### src/design/cmd_gen_pkg.sv
// ##############################
// DDR2 command generator, shared definitions
// ratio fixed at 4, burst length fixed at 8
// field widths are upper bounds and the CSRs narrow them
// ##############################
package cmd_gen_pkg;

    localparam int LOCAL_ADDR_WIDTH = 33;
    localparam int LOCAL_SIZE_WIDTH = 6;

    localparam int MEM_CHIP_BITS = 2;
    localparam int MEM_BA_WIDTH  = 3;
    localparam int MEM_ROW_WIDTH = 16;
    localparam int MEM_COL_WIDTH = 12;

    localparam int CSR_COL_WIDTH  = 4;
    localparam int CSR_ROW_WIDTH  = 5;
    localparam int CSR_BANK_WIDTH = 2;
    localparam int CSR_CS_WIDTH   = 2;

    // wide enough for the sum of all CSR widths
    localparam int CSR_OFF_WIDTH = 6;

    localparam int DWIDTH_RATIO    = 4;
    localparam int BURST_LENGTH    = 8;
    localparam int WORDS_PER_BURST = 2;
    localparam int COL_WORD_SHIFT  = 2;
    localparam int BURST_COL_BITS  = $clog2(BURST_LENGTH);

    // these field bits exist whatever the CSRs say
    localparam int MIN_COL  = 8;
    localparam int MIN_ROW  = 12;
    localparam int MIN_BANK = 2;
    localparam int MIN_CS   = 1;

    typedef logic [MEM_CHIP_BITS-1:0]    chip_addr_t;
    typedef logic [MEM_BA_WIDTH-1:0]     bank_addr_t;
    typedef logic [MEM_ROW_WIDTH-1:0]    row_addr_t;
    typedef logic [MEM_COL_WIDTH-1:0]    col_addr_t;
    typedef logic [LOCAL_SIZE_WIDTH-1:0] local_size_t;

    // codes 2 and 3 are treated like code 0
    typedef enum logic [1:0] {
        ORDER_CHIP_ROW_BANK_COL = 2'd0,
        ORDER_CHIP_BANK_ROW_COL = 2'd1
    } addr_order_e;

    typedef enum logic [1:0] {
        IDLE       = 2'd0,
        REGISTERED = 2'd1,
        GENERATING = 2'd2
    } split_state_e;

endpackage

### src/design/addr_decoder.sv
`timescale 1ns/10ps

// ##############################
// CSR widths are registered, so they must be stable
// one clock before the first request
// the field split itself is combinational
// ##############################
module addr_decoder
    import cmd_gen_pkg::*;
(
    input  logic                        ctl_clk,
    input  logic                        ctl_reset_n,
    input  logic [LOCAL_ADDR_WIDTH-1:0] local_addr,
    input  logic [1:0]                  addr_order,
    input  logic [CSR_COL_WIDTH-1:0]    col_width_csr,
    input  logic [CSR_ROW_WIDTH-1:0]    row_width_csr,
    input  logic [CSR_BANK_WIDTH-1:0]   bank_width_csr,
    input  logic [CSR_CS_WIDTH-1:0]     cs_width_csr,
    output chip_addr_t                  dec_cs,
    output bank_addr_t                  dec_bank,
    output row_addr_t                   dec_row,
    output col_addr_t                   dec_col
);

    logic [CSR_OFF_WIDTH-1:0]    col_bits;
    logic [CSR_OFF_WIDTH-1:0]    col_off;
    logic [CSR_OFF_WIDTH-1:0]    col_row_off;
    logic [CSR_OFF_WIDTH-1:0]    col_bank_off;
    logic [CSR_OFF_WIDTH-1:0]    col_row_bank_off;
    logic                        row_above_col;
    logic [LOCAL_ADDR_WIDTH-1:0] row_src;
    logic [LOCAL_ADDR_WIDTH-1:0] bank_src;
    logic [LOCAL_ADDR_WIDTH-1:0] cs_src;
    col_addr_t                   col_words;

    // the column counts memory beats, the local address counts words
    assign col_bits = CSR_OFF_WIDTH'(col_width_csr) - CSR_OFF_WIDTH'(DWIDTH_RATIO / 2);

    always_ff @(posedge ctl_clk or negedge ctl_reset_n)
    begin
        if (!ctl_reset_n)
        begin
            col_off          <= '0;
            col_row_off      <= '0;
            col_bank_off     <= '0;
            col_row_bank_off <= '0;
        end
        else
        begin
            col_off          <= col_bits;
            col_row_off      <= col_bits + CSR_OFF_WIDTH'(row_width_csr);
            col_bank_off     <= col_bits + CSR_OFF_WIDTH'(bank_width_csr);
            col_row_bank_off <= col_bits + CSR_OFF_WIDTH'(row_width_csr)
                                + CSR_OFF_WIDTH'(bank_width_csr);
        end
    end

    assign row_above_col = (addr_order == ORDER_CHIP_BANK_ROW_COL);

    assign row_src  = local_addr >> (row_above_col ? col_off : col_bank_off);
    assign bank_src = local_addr >> (row_above_col ? col_row_off : col_off);
    assign cs_src   = local_addr >> col_row_bank_off;

    always_comb
    begin
        for (int n = 0; n < MEM_COL_WIDTH; n++)
        begin
            if (n < MIN_COL - COL_WORD_SHIFT || n < col_off)
                col_words[n] = local_addr[n];
            else
                col_words[n] = 1'b0;
        end
    end

    assign dec_col = col_words << COL_WORD_SHIFT;

    always_comb
    begin
        for (int j = 0; j < MEM_ROW_WIDTH; j++)
        begin
            if (j < MIN_ROW || j < row_width_csr)
                dec_row[j] = row_src[j];
            else
                dec_row[j] = 1'b0;
        end
    end

    always_comb
    begin
        for (int k = 0; k < MEM_BA_WIDTH; k++)
        begin
            if (k < MIN_BANK || k < bank_width_csr)
                dec_bank[k] = bank_src[k];
            else
                dec_bank[k] = 1'b0;
        end
    end

    // a single-chip setup reports chip 0 whatever the address
    always_comb
    begin
        for (int m = 0; m < MEM_CHIP_BITS; m++)
        begin
            if (cs_width_csr != '0 && (m < MIN_CS || m < cs_width_csr))
                dec_cs[m] = cs_src[m];
            else
                dec_cs[m] = 1'b0;
        end
    end

endmodule

### src/design/burst_tracker.sv
`timescale 1ns/10ps

// ##############################
// write beats must arrive back to back after write_first
// a generated write lost to ready_in low is not retried
// ##############################
module burst_tracker
    import cmd_gen_pkg::*;
(
    input  logic        ctl_clk,
    input  logic        ctl_reset_n,
    input  logic        local_read_req,
    input  logic        write_first,
    input  logic        write_beat,
    input  local_size_t local_size,
    input  logic        local_autopch_req,
    input  logic        unaligned,
    input  logic        ready_in,
    output logic        ready_out,
    output logic        read_req,
    output logic        write_req,
    output logic [1:0]  size,
    output logic        autopch_req,
    output logic        load,
    output logic        step,
    output logic        gen_active
);

    split_state_e              state;
    logic                      split_req;
    logic                      buf_read;
    logic                      buf_autopch;
    logic [LOCAL_SIZE_WIDTH:0] words_left;
    logic                      pass_write;
    logic                      gen_fire;
    logic                      gen_last;

    assign ready_out  = ready_in & (state == IDLE);
    assign load       = ready_out & (local_read_req | write_first);
    assign split_req  = (local_size > WORDS_PER_BURST) | ((local_size > 1) & unaligned);
    assign gen_active = (state == GENERATING);
    assign gen_last   = (words_left <= 2 * WORDS_PER_BURST);

    // a generated write waits until both words of its burst have arrived
    assign gen_fire = gen_active & ready_in & (buf_read | (write_beat & pass_write));

    // the REGISTERED cycle moves the buffered address past the first burst
    assign step = gen_fire | (state == REGISTERED);

    always_ff @(posedge ctl_clk or negedge ctl_reset_n)
    begin
        if (!ctl_reset_n)
            state <= IDLE;
        else
        begin
            case (state)
                IDLE:
                    if (load && split_req)
                        state <= REGISTERED;
                REGISTERED:
                    state <= GENERATING;
                GENERATING:
                    if (gen_fire && gen_last)
                        state <= IDLE;
                default:
                    state <= IDLE;
            endcase
        end
    end

    always_ff @(posedge ctl_clk or negedge ctl_reset_n)
    begin
        if (!ctl_reset_n)
        begin
            buf_read    <= 1'b0;
            buf_autopch <= 1'b0;
            words_left  <= '0;
        end
        else if (load)
        begin
            buf_read    <= local_read_req;
            buf_autopch <= local_autopch_req;
            // an unaligned start wastes the first word slot of its burst
            words_left  <= {1'b0, local_size} + {{LOCAL_SIZE_WIDTH{1'b0}}, unaligned};
        end
        else if (gen_fire)
            words_left <= words_left - (LOCAL_SIZE_WIDTH + 1)'(WORDS_PER_BURST);
    end

    always_ff @(posedge ctl_clk or negedge ctl_reset_n)
    begin
        if (!ctl_reset_n)
            pass_write <= 1'b0;
        else if (load && split_req)
            pass_write <= unaligned;
        else if (write_beat && state != REGISTERED)
            pass_write <= ~pass_write;
    end

    always_comb
    begin
        if (gen_active)
        begin
            read_req    = buf_read & ready_in;
            write_req   = ~buf_read & write_beat & ready_in & pass_write;
            autopch_req = buf_autopch;
            size        = (words_left > WORDS_PER_BURST + 1) ? 2'd2 : 2'd1;
        end
        else
        begin
            read_req    = local_read_req;
            write_req   = write_first;
            autopch_req = local_autopch_req;
            size        = (local_size > 1 && !unaligned) ? 2'd2 : 2'd1;
        end
    end

endmodule

### src/design/addr_stepper.sv
`timescale 1ns/10ps

// ##############################
// steps one burst per advance
// every field wraps at its CSR width
// ##############################
module addr_stepper
    import cmd_gen_pkg::*;
(
    input  logic                      ctl_clk,
    input  logic                      ctl_reset_n,
    input  logic                      load,
    input  logic                      step,
    input  logic                      gen_active,
    input  logic [1:0]                addr_order,
    input  chip_addr_t                dec_cs,
    input  bank_addr_t                dec_bank,
    input  row_addr_t                 dec_row,
    input  col_addr_t                 dec_col,
    input  logic [CSR_COL_WIDTH-1:0]  col_width_csr,
    input  logic [CSR_ROW_WIDTH-1:0]  row_width_csr,
    input  logic [CSR_BANK_WIDTH-1:0] bank_width_csr,
    input  logic [CSR_CS_WIDTH-1:0]   cs_width_csr,
    output chip_addr_t                cs_addr,
    output bank_addr_t                bank_addr,
    output row_addr_t                 row_addr,
    output col_addr_t                 col_addr
);

    chip_addr_t max_cs;
    bank_addr_t max_bank;
    row_addr_t  max_row;
    col_addr_t  max_col;
    chip_addr_t buf_cs;
    bank_addr_t buf_bank;
    row_addr_t  buf_row;
    col_addr_t  buf_col;
    logic       row_above_col;
    logic       col_wrap;
    logic       row_wrap;
    logic       bank_wrap;
    logic       cs_wrap;
    logic       row_inc;
    logic       bank_inc;
    logic       cs_inc;

    always_ff @(posedge ctl_clk or negedge ctl_reset_n)
    begin
        if (!ctl_reset_n)
        begin
            max_cs   <= '0;
            max_bank <= '0;
            max_row  <= '0;
            max_col  <= '0;
        end
        else
        begin
            max_cs   <= chip_addr_t'((1 << cs_width_csr) - 1);
            max_bank <= bank_addr_t'((1 << bank_width_csr) - 1);
            max_row  <= row_addr_t'((1 << row_width_csr) - 1);
            max_col  <= col_addr_t'((1 << col_width_csr) - 1);
        end
    end

    assign row_above_col = (addr_order == ORDER_CHIP_BANK_ROW_COL);

    assign col_wrap  = (buf_col[MEM_COL_WIDTH-1:BURST_COL_BITS]
                        == max_col[MEM_COL_WIDTH-1:BURST_COL_BITS]);
    assign row_wrap  = (buf_row == max_row);
    assign bank_wrap = (buf_bank == max_bank);
    assign cs_wrap   = (buf_cs == max_cs);

    // the field right above the column takes the carry first
    assign row_inc  = col_wrap & (row_above_col | bank_wrap);
    assign bank_inc = col_wrap & (~row_above_col | row_wrap);
    assign cs_inc   = col_wrap & row_wrap & bank_wrap;

    always_ff @(posedge ctl_clk)
    begin
        if (load)
        begin
            buf_cs   <= dec_cs;
            buf_bank <= dec_bank;
            buf_row  <= dec_row;
            buf_col  <= dec_col;
        end
        else if (step)
        begin
            if (col_wrap)
                buf_col[MEM_COL_WIDTH-1:BURST_COL_BITS] <= '0;
            else
                buf_col <= buf_col + col_addr_t'(BURST_LENGTH);
            if (row_inc)
                buf_row <= row_wrap ? '0 : buf_row + 1'b1;
            if (bank_inc)
                buf_bank <= bank_wrap ? '0 : buf_bank + 1'b1;
            if (cs_inc)
                buf_cs <= cs_wrap ? '0 : buf_cs + 1'b1;
        end
    end

    assign cs_addr   = gen_active ? buf_cs : dec_cs;
    assign bank_addr = gen_active ? buf_bank : dec_bank;
    assign row_addr  = gen_active ? buf_row : dec_row;
    // generated bursts always start on a burst boundary
    assign col_addr  = gen_active
                       ? {buf_col[MEM_COL_WIDTH-1:BURST_COL_BITS], {BURST_COL_BITS{1'b0}}}
                       : dec_col;

endmodule

### src/design/cmd_gen_top.sv
`timescale 1ns/10ps

// ##############################
// DDR2 command generator top
// ready_out stays low while a split request is issued
// ##############################
module cmd_gen_top
    import cmd_gen_pkg::*;
(
    input  logic                        ctl_clk,
    input  logic                        ctl_reset_n,
    input  logic                        local_read_req,
    input  logic                        write_first,
    input  logic                        write_beat,
    input  local_size_t                 local_size,
    input  logic                        local_autopch_req,
    input  logic [LOCAL_ADDR_WIDTH-1:0] local_addr,
    input  logic [1:0]                  addr_order,
    input  logic [CSR_COL_WIDTH-1:0]    col_width_csr,
    input  logic [CSR_ROW_WIDTH-1:0]    row_width_csr,
    input  logic [CSR_BANK_WIDTH-1:0]   bank_width_csr,
    input  logic [CSR_CS_WIDTH-1:0]     cs_width_csr,
    input  logic                        ready_in,
    output logic                        ready_out,
    output logic                        read_req,
    output logic                        write_req,
    output logic [1:0]                  size,
    output logic                        autopch_req,
    output chip_addr_t                  cs_addr,
    output bank_addr_t                  bank_addr,
    output row_addr_t                   row_addr,
    output col_addr_t                   col_addr
);

    chip_addr_t dec_cs;
    bank_addr_t dec_bank;
    row_addr_t  dec_row;
    col_addr_t  dec_col;
    logic       load;
    logic       step;
    logic       gen_active;

    addr_decoder u_decoder (
        .ctl_clk        (ctl_clk),
        .ctl_reset_n    (ctl_reset_n),
        .local_addr     (local_addr),
        .addr_order     (addr_order),
        .col_width_csr  (col_width_csr),
        .row_width_csr  (row_width_csr),
        .bank_width_csr (bank_width_csr),
        .cs_width_csr   (cs_width_csr),
        .dec_cs         (dec_cs),
        .dec_bank       (dec_bank),
        .dec_row        (dec_row),
        .dec_col        (dec_col)
    );

    // the word-in-burst bit of the column marks an unaligned start
    burst_tracker u_tracker (
        .ctl_clk           (ctl_clk),
        .ctl_reset_n       (ctl_reset_n),
        .local_read_req    (local_read_req),
        .write_first       (write_first),
        .write_beat        (write_beat),
        .local_size        (local_size),
        .local_autopch_req (local_autopch_req),
        .unaligned         (dec_col[COL_WORD_SHIFT]),
        .ready_in          (ready_in),
        .ready_out         (ready_out),
        .read_req          (read_req),
        .write_req         (write_req),
        .size              (size),
        .autopch_req       (autopch_req),
        .load              (load),
        .step              (step),
        .gen_active        (gen_active)
    );

    addr_stepper u_stepper (
        .ctl_clk        (ctl_clk),
        .ctl_reset_n    (ctl_reset_n),
        .load           (load),
        .step           (step),
        .gen_active     (gen_active),
        .addr_order     (addr_order),
        .dec_cs         (dec_cs),
        .dec_bank       (dec_bank),
        .dec_row        (dec_row),
        .dec_col        (dec_col),
        .col_width_csr  (col_width_csr),
        .row_width_csr  (row_width_csr),
        .bank_width_csr (bank_width_csr),
        .cs_width_csr   (cs_width_csr),
        .cs_addr        (cs_addr),
        .bank_addr      (bank_addr),
        .row_addr       (row_addr),
        .col_addr       (col_addr)
    );

endmodule

### config.mk
export PLATFORM = sky130hd
export DESIGN_NAME = cmd_gen_top
export DESIGN_NICKNAME = d
export VERILOG_FILES = /design/src/design/cmd_gen_pkg.sv /design/src/design/addr_decoder.sv /design/src/design/burst_tracker.sv /design/src/design/addr_stepper.sv /design/src/design/cmd_gen_top.sv
export SDC_FILE = /design/constraint.sdc
export NUM_CORES = 1
export LEC_CHECK = 0
export ABC_CLOCK_PERIOD_IN_PS = 5700
export BUFFER_PORTS_ARGS = -buffer_cell sky130_fd_sc_hd__buf_2
export CAP_MARGIN = 15
export CORE_MARGIN = 5
export CORE_UTILIZATION = 30
export CTS_CLUSTER_SIZE = 25
export DETAILED_ROUTE_END_ITERATION = 10
export GPL_ROUTABILITY_DRIVEN = 0
export PLACE_DENSITY = 0.5
export SLEW_MARGIN = 20
export SYNTH_ARGS = -nofsm -noshare
export SYNTH_HDL_FRONTEND = slang
export SYNTH_SLANG_ARGS = --single-unit
### constraint.sdc
create_clock -name ctl_clk -period 5.7 [get_ports ctl_clk]
set_input_delay 1.71 -clock ctl_clk [delete_from_list [all_inputs] [get_ports ctl_clk]]
set_output_delay 1.71 -clock ctl_clk [all_outputs]
set_load 0.05 [all_outputs]
## Word-level counts from Yosys, hierarchy flattened

Cells that the tools add are included.

- Bits in registers: 102
- Output and inout bits: 39

- Reduce and logical (&&, ||, !) cells: 20
- Multiplexer cells: 46
- Shifts and indexed selects: 7
- $add $sub $neg: 14
- Eq/ne operators: 11
- Bitwise gates (word level): 24
- Order comparisons: 14

Operator list:

| kind | count |
|---|---|
| two-way mux 16 bit | 5 |
| two-way mux 12 bit | 3 |
| right shift 33 x 6 -> 16 bit | 1 |
| right shift 33 x 6 -> 2 bit | 1 |
| right shift 33 x 6 -> 3 bit | 1 |
| < comparator 4 x 5 -> 1 bit (first input constant) | 4 |
| two-way mux 2 bit | 10 |
| two-way mux 3 bit | 6 |
| adder 16 x 1 -> 16 bit (second input constant) | 1 |
| equality test 16 bit | 1 |
| two-way mux 1 bit | 16 |
| << shifter 1 x 5 -> 16 bit (first input constant) | 1 |
| subtractor 16 x 2 -> 16 bit (second input constant) | 1 |
| bitwise AND 1 bit | 14 |
| two-way mux 7 bit | 2 |
| nonzero test 2 bit | 7 |
| adder 12 x 4 -> 12 bit (second input constant) | 1 |
| adder 6 x 2 -> 6 bit | 2 |
| < comparator 3 x 6 -> 1 bit (first input constant) | 2 |
| < comparator 4 x 6 -> 1 bit (first input constant) | 2 |
| two-way mux 6 bit | 2 |
| AND reduction 2 bit | 6 |
| << shifter 1 x 4 -> 12 bit (first input constant) | 1 |
| subtractor 12 x 2 -> 12 bit (second input constant) | 1 |
| 30 further kinds | 45 |

## Depth between registers and ports, before layout

- Depth in word-level cells: 7
- Depth in mapped cells: 11
- Depth with buffers taken out: 9

## By module

From an unflattened synthesis, not the netlist that was laid out.

- Cells, all modules: 966
- Area, all modules: 9,078.7 sq um

Modules (own cells, without submodules):

| module | area an instance (sq um) | instances | cells each |
|---|---|---|---|
| addr_decoder | 4,428.0 | 1 | 507 |
| addr_stepper | 3,782.4 | 1 | 361 |
| burst_tracker | 868.3 | 1 | 98 |

## Worst setup path before layout

Ideal clock, no wire load.

- Path type: input -> output
- Start point: input port addr_order[1]
- End point: output port row_addr[4]
- Stages on the path: 9
- Required time: 3.990 ns
- Path buffers: 3
- Arrival: 4.468 ns
- Setup slack: -0.478 ns
- Path through: nand2b_1 -> buf_4 -> mux2i_4 -> buf_4 -> buf_2 -> mux2i_1 -> a2bb2oi_1 -> o311ai_0 -> o31ai_1

- Cells in the longest elaborated chain, start to end: 4

Ends and longest elaborated chain:

| element | RTL line | source |
|---|---|---|
| from (decl) | cmd_gen_top.sv:18 | `input logic [1:0] addr_order,` |
| equality test 2 x 1 -> 1 bit | addr_decoder.sv:58 | `assign row_above_col = (addr_order == ORDER_CHIP_BANK_ROW_COL);` |
| two-way mux 6 bit | addr_decoder.sv:60 | `assign row_src = local_addr >> (row_above_col ? col_off : col_bank_off);` |
| right shift 33 x 6 -> 16 bit | addr_decoder.sv:60 |  |
| two-way mux 16 bit | addr_stepper.sv:104 | `assign row_addr = gen_active ? buf_row : dec_row;` |
| to (decl) | cmd_gen_top.sv:31 | `output row_addr_t row_addr,` |

No other way between the ends.

## Worst setup path in the final report

- Start point: input port addr_order[0]
- End point: output port row_addr[2]

The elaborated chain is that of the path after synthesis.

==> run_summary.xml <==
<?xml version="1.0" encoding="UTF-8"?>
<metrics>
  <group name="global_route">
    <metric name="grt.overflow.total" unit="">0</metric>
    <metric name="globalRouteMet2Util" unit="">0.3303</metric>
    <metric name="grt_first_pass_wirelength" unit="mm">50.32</metric>
    <metric name="grt.busiest_layer" unit="">met2</metric>
    <metric name="global_route.usage.met1" unit="">0.2514</metric>
    <metric name="grt_max_degree" unit="">38</metric>
    <metric name="number_of_antenna_violations_at_the_first_check_in_global_routing" unit="">0</metric>
    <metric name="grt.total_usage" unit="">0.1946</metric>
    <metric name="number_of_global_route_vias_before_repair" unit="">8624</metric>
    <metric name="grtUsageMet3" unit="">0.03981</metric>
  </group>
  <group name="synthesis">
    <metric name="ys.warnings.count" unit="">0</metric>
    <metric name="synth_flop_cell" unit="">sky130_fd_sc_hd__dfrtp_1</metric>
    <metric name="synth_simple_gate_area_frac" unit="">0.1622</metric>
    <metric name="synth.lib_cells_used.distinct" unit="">88</metric>
    <metric name="synth_compound_area_frac" unit="">0.2098</metric>
    <metric name="seq_area_frac_synth" unit="">0.2915</metric>
    <metric name="post-synth-top-count-cell" unit="">sky130_fd_sc_hd__nand2_1</metric>
    <metric name="dominant_combinational_cell_family_by_area_after_synthesis" unit="">compound AO/OA/AOI/OAI gates</metric>
    <metric name="syn_area_per_cell" unit="µm²">9.060</metric>
    <metric name="synth_async_sr_flop_share" unit="">0.6842</metric>
    <metric name="synth-adder-area-share" unit="">0.03290</metric>
    <metric name="share_of_the_synthesized_area_in_the_top_cell_type" unit="">0.1876</metric>
    <metric name="mux_contribution_to_synthesized_area" unit="">0.1798</metric>
    <metric name="post_synth_inst_count" unit="">957</metric>
    <metric name="synth_enable_flop_cells" unit="">30</metric>
    <metric name="synth_xor_xnor_area_share" unit="">0.07475</metric>
    <metric name="yosys.area.top_type" unit="">sky130_fd_sc_hd__dfrtp_1</metric>
    <metric name="netlist_area_pre_place" unit="µm²">8671</metric>
    <metric name="top_cells_by_area_in_the_synthesized_netlist" unit="">sky130_fd_sc_hd__dfrtp_1 (19%), sky130_fd_sc_hd__edfxtp_1 (10%), sky130_fd_sc_hd__mux2i_1 (8.4%)</metric>
    <metric name="netlist_top_cells_count" unit="">sky130_fd_sc_hd__nand2_1 (120), sky130_fd_sc_hd__mux2i_1 (73), sky130_fd_sc_hd__dfrtp_1 (65), sky130_fd_sc_hd__nor2_1 (60), sky130_fd_sc_hd__a21oi_1 (51)</metric>
    <metric name="yosys_register_bits" unit="">95</metric>
  </group>
  <group name="timing">
    <metric name="finClkSkew" unit="ns">0.01185</metric>
    <metric name="min_period_over_period" unit="">1.024</metric>
    <metric name="final.min_clock_period" unit="ns">5.835</metric>
    <metric name="report.final.setup_viol" unit="">5</metric>
    <metric name="worst_slack" unit="ns">-0.1352</metric>
    <metric name="finalMaxSlewViolations" unit="">0</metric>
    <metric name="maxClockFrequency" unit="MHz">171.4</metric>
    <metric name="slew_headroom" unit="">0.3520</metric>
    <metric name="worst-slew-pin-transition" unit="ns">0.9720</metric>
    <metric name="rsz0062_at_grt" unit="">yes</metric>
    <metric name="finalHoldViolations" unit="">0</metric>
  </group>
  <group name="flow_run">
    <metric name="max_cap_violations" unit="">0</metric>
  </group>
  <group name="drt">
    <metric name="dr_total_vias" unit="">8573</metric>
    <metric name="route.antenna.remaining_nets" unit="">0</metric>
    <metric name="drt_first_pass_iters" unit="">5</metric>
    <metric name="post_drt_via_cell_ratio" unit="">5.531</metric>
    <metric name="routedWlPerCell" unit="µm">20.97</metric>
    <metric name="drt_drc" unit="">0</metric>
    <metric name="routed_wirelength" unit="mm">32.50</metric>
    <metric name="drt_iter0_markers" unit="">749</metric>
  </group>
  <group name="worst_setup_path">
    <metric name="worst-endpoint-arrival" unit="ns">4.13</metric>
    <metric name="worst_path_most_repeated_cell" unit="">sky130_fd_sc_hd__buf_8</metric>
    <metric name="critPathTopFamily" unit="">multiplexers</metric>
    <metric name="crit_end" unit="">row_addr[2]</metric>
    <metric name="critical_path_peak_fanout" unit="">6</metric>
    <metric name="timing.rr.start" unit="">u_decoder.col_row_bank_off[0]</metric>
    <metric name="timing.critical_path.cells" unit="">buf_8, buf_6, and3b_1, a21o_4, buf_12, mux2i_4, mux4_2, a2111oi_4, buf_4, mux2_4, buf_8</metric>
    <metric name="cp_slowest_cell" unit="">sky130_fd_sc_hd__mux4_2</metric>
    <metric name="worst_r2r_endpoint" unit="">u_stepper.buf_cs[0]</metric>
    <metric name="reg2reg_slack" unit="ns">2.76</metric>
    <metric name="ff_to_ff_path_depth" unit="">6</metric>
    <metric name="worst-setup-path-type" unit="">input pin to primary output</metric>
    <metric name="setup.worst_path.end_class" unit="">primary output</metric>
    <metric name="cp.required" unit="ns">3.99</metric>
    <metric name="worst-path-stages" unit="">11</metric>
    <metric name="crit_path_start" unit="">addr_order[0]</metric>
    <metric name="cpPeakStageDelay" unit="ns">0.56</metric>
    <metric name="combined_buffer_and_inverter_count_along_the_critical_path" unit="">5</metric>
    <metric name="critical_path.startpoint_type" unit="">input pin</metric>
  </group>
  <group name="placement">
    <metric name="io_buffers" unit="">97</metric>
    <metric name="area_after_dpl" unit="µm²">10410</metric>
    <metric name="dp.final_hpwl" unit="mm">24.80</metric>
  </group>
  <group name="status">
    <metric name="failed_checks" unit="">setup timing</metric>
    <metric name="outcome" unit="">finished with violations</metric>
  </group>
  <group name="die">
    <metric name="fp.coreArea" unit="µm²">28630</metric>
    <metric name="num_io_pins" unit="">100</metric>
    <metric name="initial_utilization" unit="">0.3029</metric>
    <metric name="std_cell_rows" unit="">62</metric>
    <metric name="fp.dieW" unit="µm">180.0</metric>
    <metric name="dieHeight" unit="µm">180.0</metric>
    <metric name="die_area" unit="µm²">32400</metric>
  </group>
  <group name="min_path">
    <metric name="holdCritPathClass" unit="">flop to flop</metric>
  </group>
  <group name="layout">
    <metric name="antenna_cells" unit="">0</metric>
    <metric name="layout-drive-gt1-share" unit="">0.3842</metric>
    <metric name="final.fill_count" unit="">2794</metric>
    <metric name="final_design_area_no_fill" unit="µm²">12000</metric>
    <metric name="finalNetCount" unit="">1243</metric>
    <metric name="final_core_util" unit="">0.4194</metric>
    <metric name="layout-area-overhead-vs-synth" unit="%">38.44</metric>
  </group>
  <group name="clocking">
    <metric name="numCtsBuffers" unit="">9</metric>
    <metric name="clock-root-buffer" unit="">sky130_fd_sc_hd__clkbuf_16</metric>
    <metric name="clock_sinks" unit="">95</metric>
    <metric name="cts_h_tree_lvls" unit="">3</metric>
    <metric name="cts_hold_buffers" unit="">0</metric>
    <metric name="ctsLongestPathBuffers" unit="">2</metric>
    <metric name="cts_tree" unit="">built</metric>
    <metric name="worst_setup_hold_path_clk_slew" unit="ns">0.06</metric>
    <metric name="clock_insertion_delay_worst_skew" unit="ns">0.36</metric>
  </group>
  <group name="power_and_ir_drop">
    <metric name="max-vdd-ir-drop" unit="µV">181.5</metric>
    <metric name="p_leak" unit="nW">4.882</metric>
    <metric name="power.total" unit="W">0.004408</metric>
    <metric name="cellPowerDensity" unit="nW/µm²">367.2</metric>
  </group>
</metrics>
## cell usage in the layout (no fill, tap or decap), types with 25 or more instances in the layout
master                       n
sky130_fd_sc_hd__nand3_1    34
sky130_fd_sc_hd__buf_2      77
sky130_fd_sc_hd__nor2_1     55
sky130_fd_sc_hd__edfxtp_1   30
sky130_fd_sc_hd__mux4_2     25
sky130_fd_sc_hd__nand2_1   116
sky130_fd_sc_hd__xnor2_1    32
sky130_fd_sc_hd__o21ai_0    45
sky130_fd_sc_hd__buf_4     138
sky130_fd_sc_hd__a21oi_1    40
sky130_fd_sc_hd__dfrtp_1    65
sky130_fd_sc_hd__xor2_1     42
sky130_fd_sc_hd__mux2i_1    42
## flip-flops by register name, summed over array words and instances (netlist names)
| signal | cells |
|---|---|
| u_stepper.buf_row | 16 |
| u_stepper.max_row | 16 |
| u_stepper.buf_col | 9 |
| u_stepper.max_col | 9 |
| u_tracker.words_left | 7 |
| u_decoder.col_bank_off | 6 |
| u_decoder.col_row_bank_off | 6 |
| u_decoder.col_row_off | 6 |
| u_decoder.col_off | 5 |
| u_stepper.buf_bank | 3 |
| u_stepper.max_bank | 3 |
| u_stepper.buf_cs | 2 |
| u_stepper.max_cs | 2 |
| u_tracker.state | 2 |
| u_tracker.buf_autopch | 1 |
| u_tracker.buf_read | 1 |
| u_tracker.pass_write | 1 |
## through the flow
stage               setup slack [ns]  hold WS (ns)  std cells  setup TNS, ns
floorplan                   -0.07196        0.4455        958       -0.07196
global placement             -0.3239        0.4581       1500         -3.920
detailed placement           -0.3646        0.4631       1500         -4.221
CTS                         -0.09981        0.4801       1536        -0.7658
global route                 -0.1673        0.5320       1550         -1.074
finish                       -0.1352        0.4800       1550        -0.2767
## worst min-delay path by stage
stage / start / endpoint / slack [ns] / cells past startpoint
2_1_floorplan: u_tracker.buf_autopch / u_tracker.buf_autopch / 0.45 / 2
3_3_place_gp: u_tracker.buf_autopch / u_tracker.buf_autopch / 0.46 / 2
3_5_place_dp: u_tracker.buf_autopch / u_tracker.buf_autopch / 0.46 / 2
4_1_cts: u_tracker.buf_autopch / u_tracker.buf_autopch / 0.48 / 2
5_1_grt: u_tracker.words_left[0] / u_tracker.words_left[0] / 0.53 / 2
6_report: u_tracker.buf_autopch / u_tracker.buf_autopch / 0.48 / 2
## layout make-up
cell class	instances	area [µm²]	area share
clock buffer	10	229.0	0.01907
clock inverter	6	116.4	0.009694
inverter	20	75.07	0.006254
multi-input combinational	777	6524	0.5435
sequential	95	2527	0.2105
tap	384	480.5	0.04003
timing repair buffer	258	2052	0.1709
## worst min-delay path, delay by kind of cell (launching register included)
family | cells | cell delay (ns)
AND/OR/NAND/NOR | 2 | 0.10
flip-flops | 1 | 0.35
## report_power, final
part	switching, W	leakage (nW)	total (W)	internal [W]
clock	0.000277	0.168	0.000710	0.000433
sequential	0.000185	1.03	0.00105	0.000867
combinational	0.00155	3.69	0.00265	0.00110
total	0.00201	4.88	0.00441	0.00240
## what timing repair did
item                                    in CTS  in global routing
gates cloned                                 4                  0
buffers inserted                            19                 18
gates resized for setup                    120                 91
pin swaps                                   27                 36
endpoints found under the setup margin      19                 19
## cell families (layout without fill, tap and decap cells)
| family | Yosys count | count (layout) |
|---|---|---|
| flip-flops | 95 | 95 |
| XOR/XNOR | 74 | 74 |
| other | 1 | 2 |
| buffers and inverters | 86 | 294 |
| multiplexers | 119 | 119 |
| adder cells (fa/ha/maj) | 21 | 21 |
| AND/OR/NAND/NOR | 299 | 299 |
| AO/OA/AOI/OAI | 262 | 262 |
## per-layer routing
metal,share of wire,routed length [µm]
met5,0,0
met4,0.025,818
met3,0.064,2078
met2,0.48,15600
met1,0.43,14000
(Power assumes the default switching activity.)
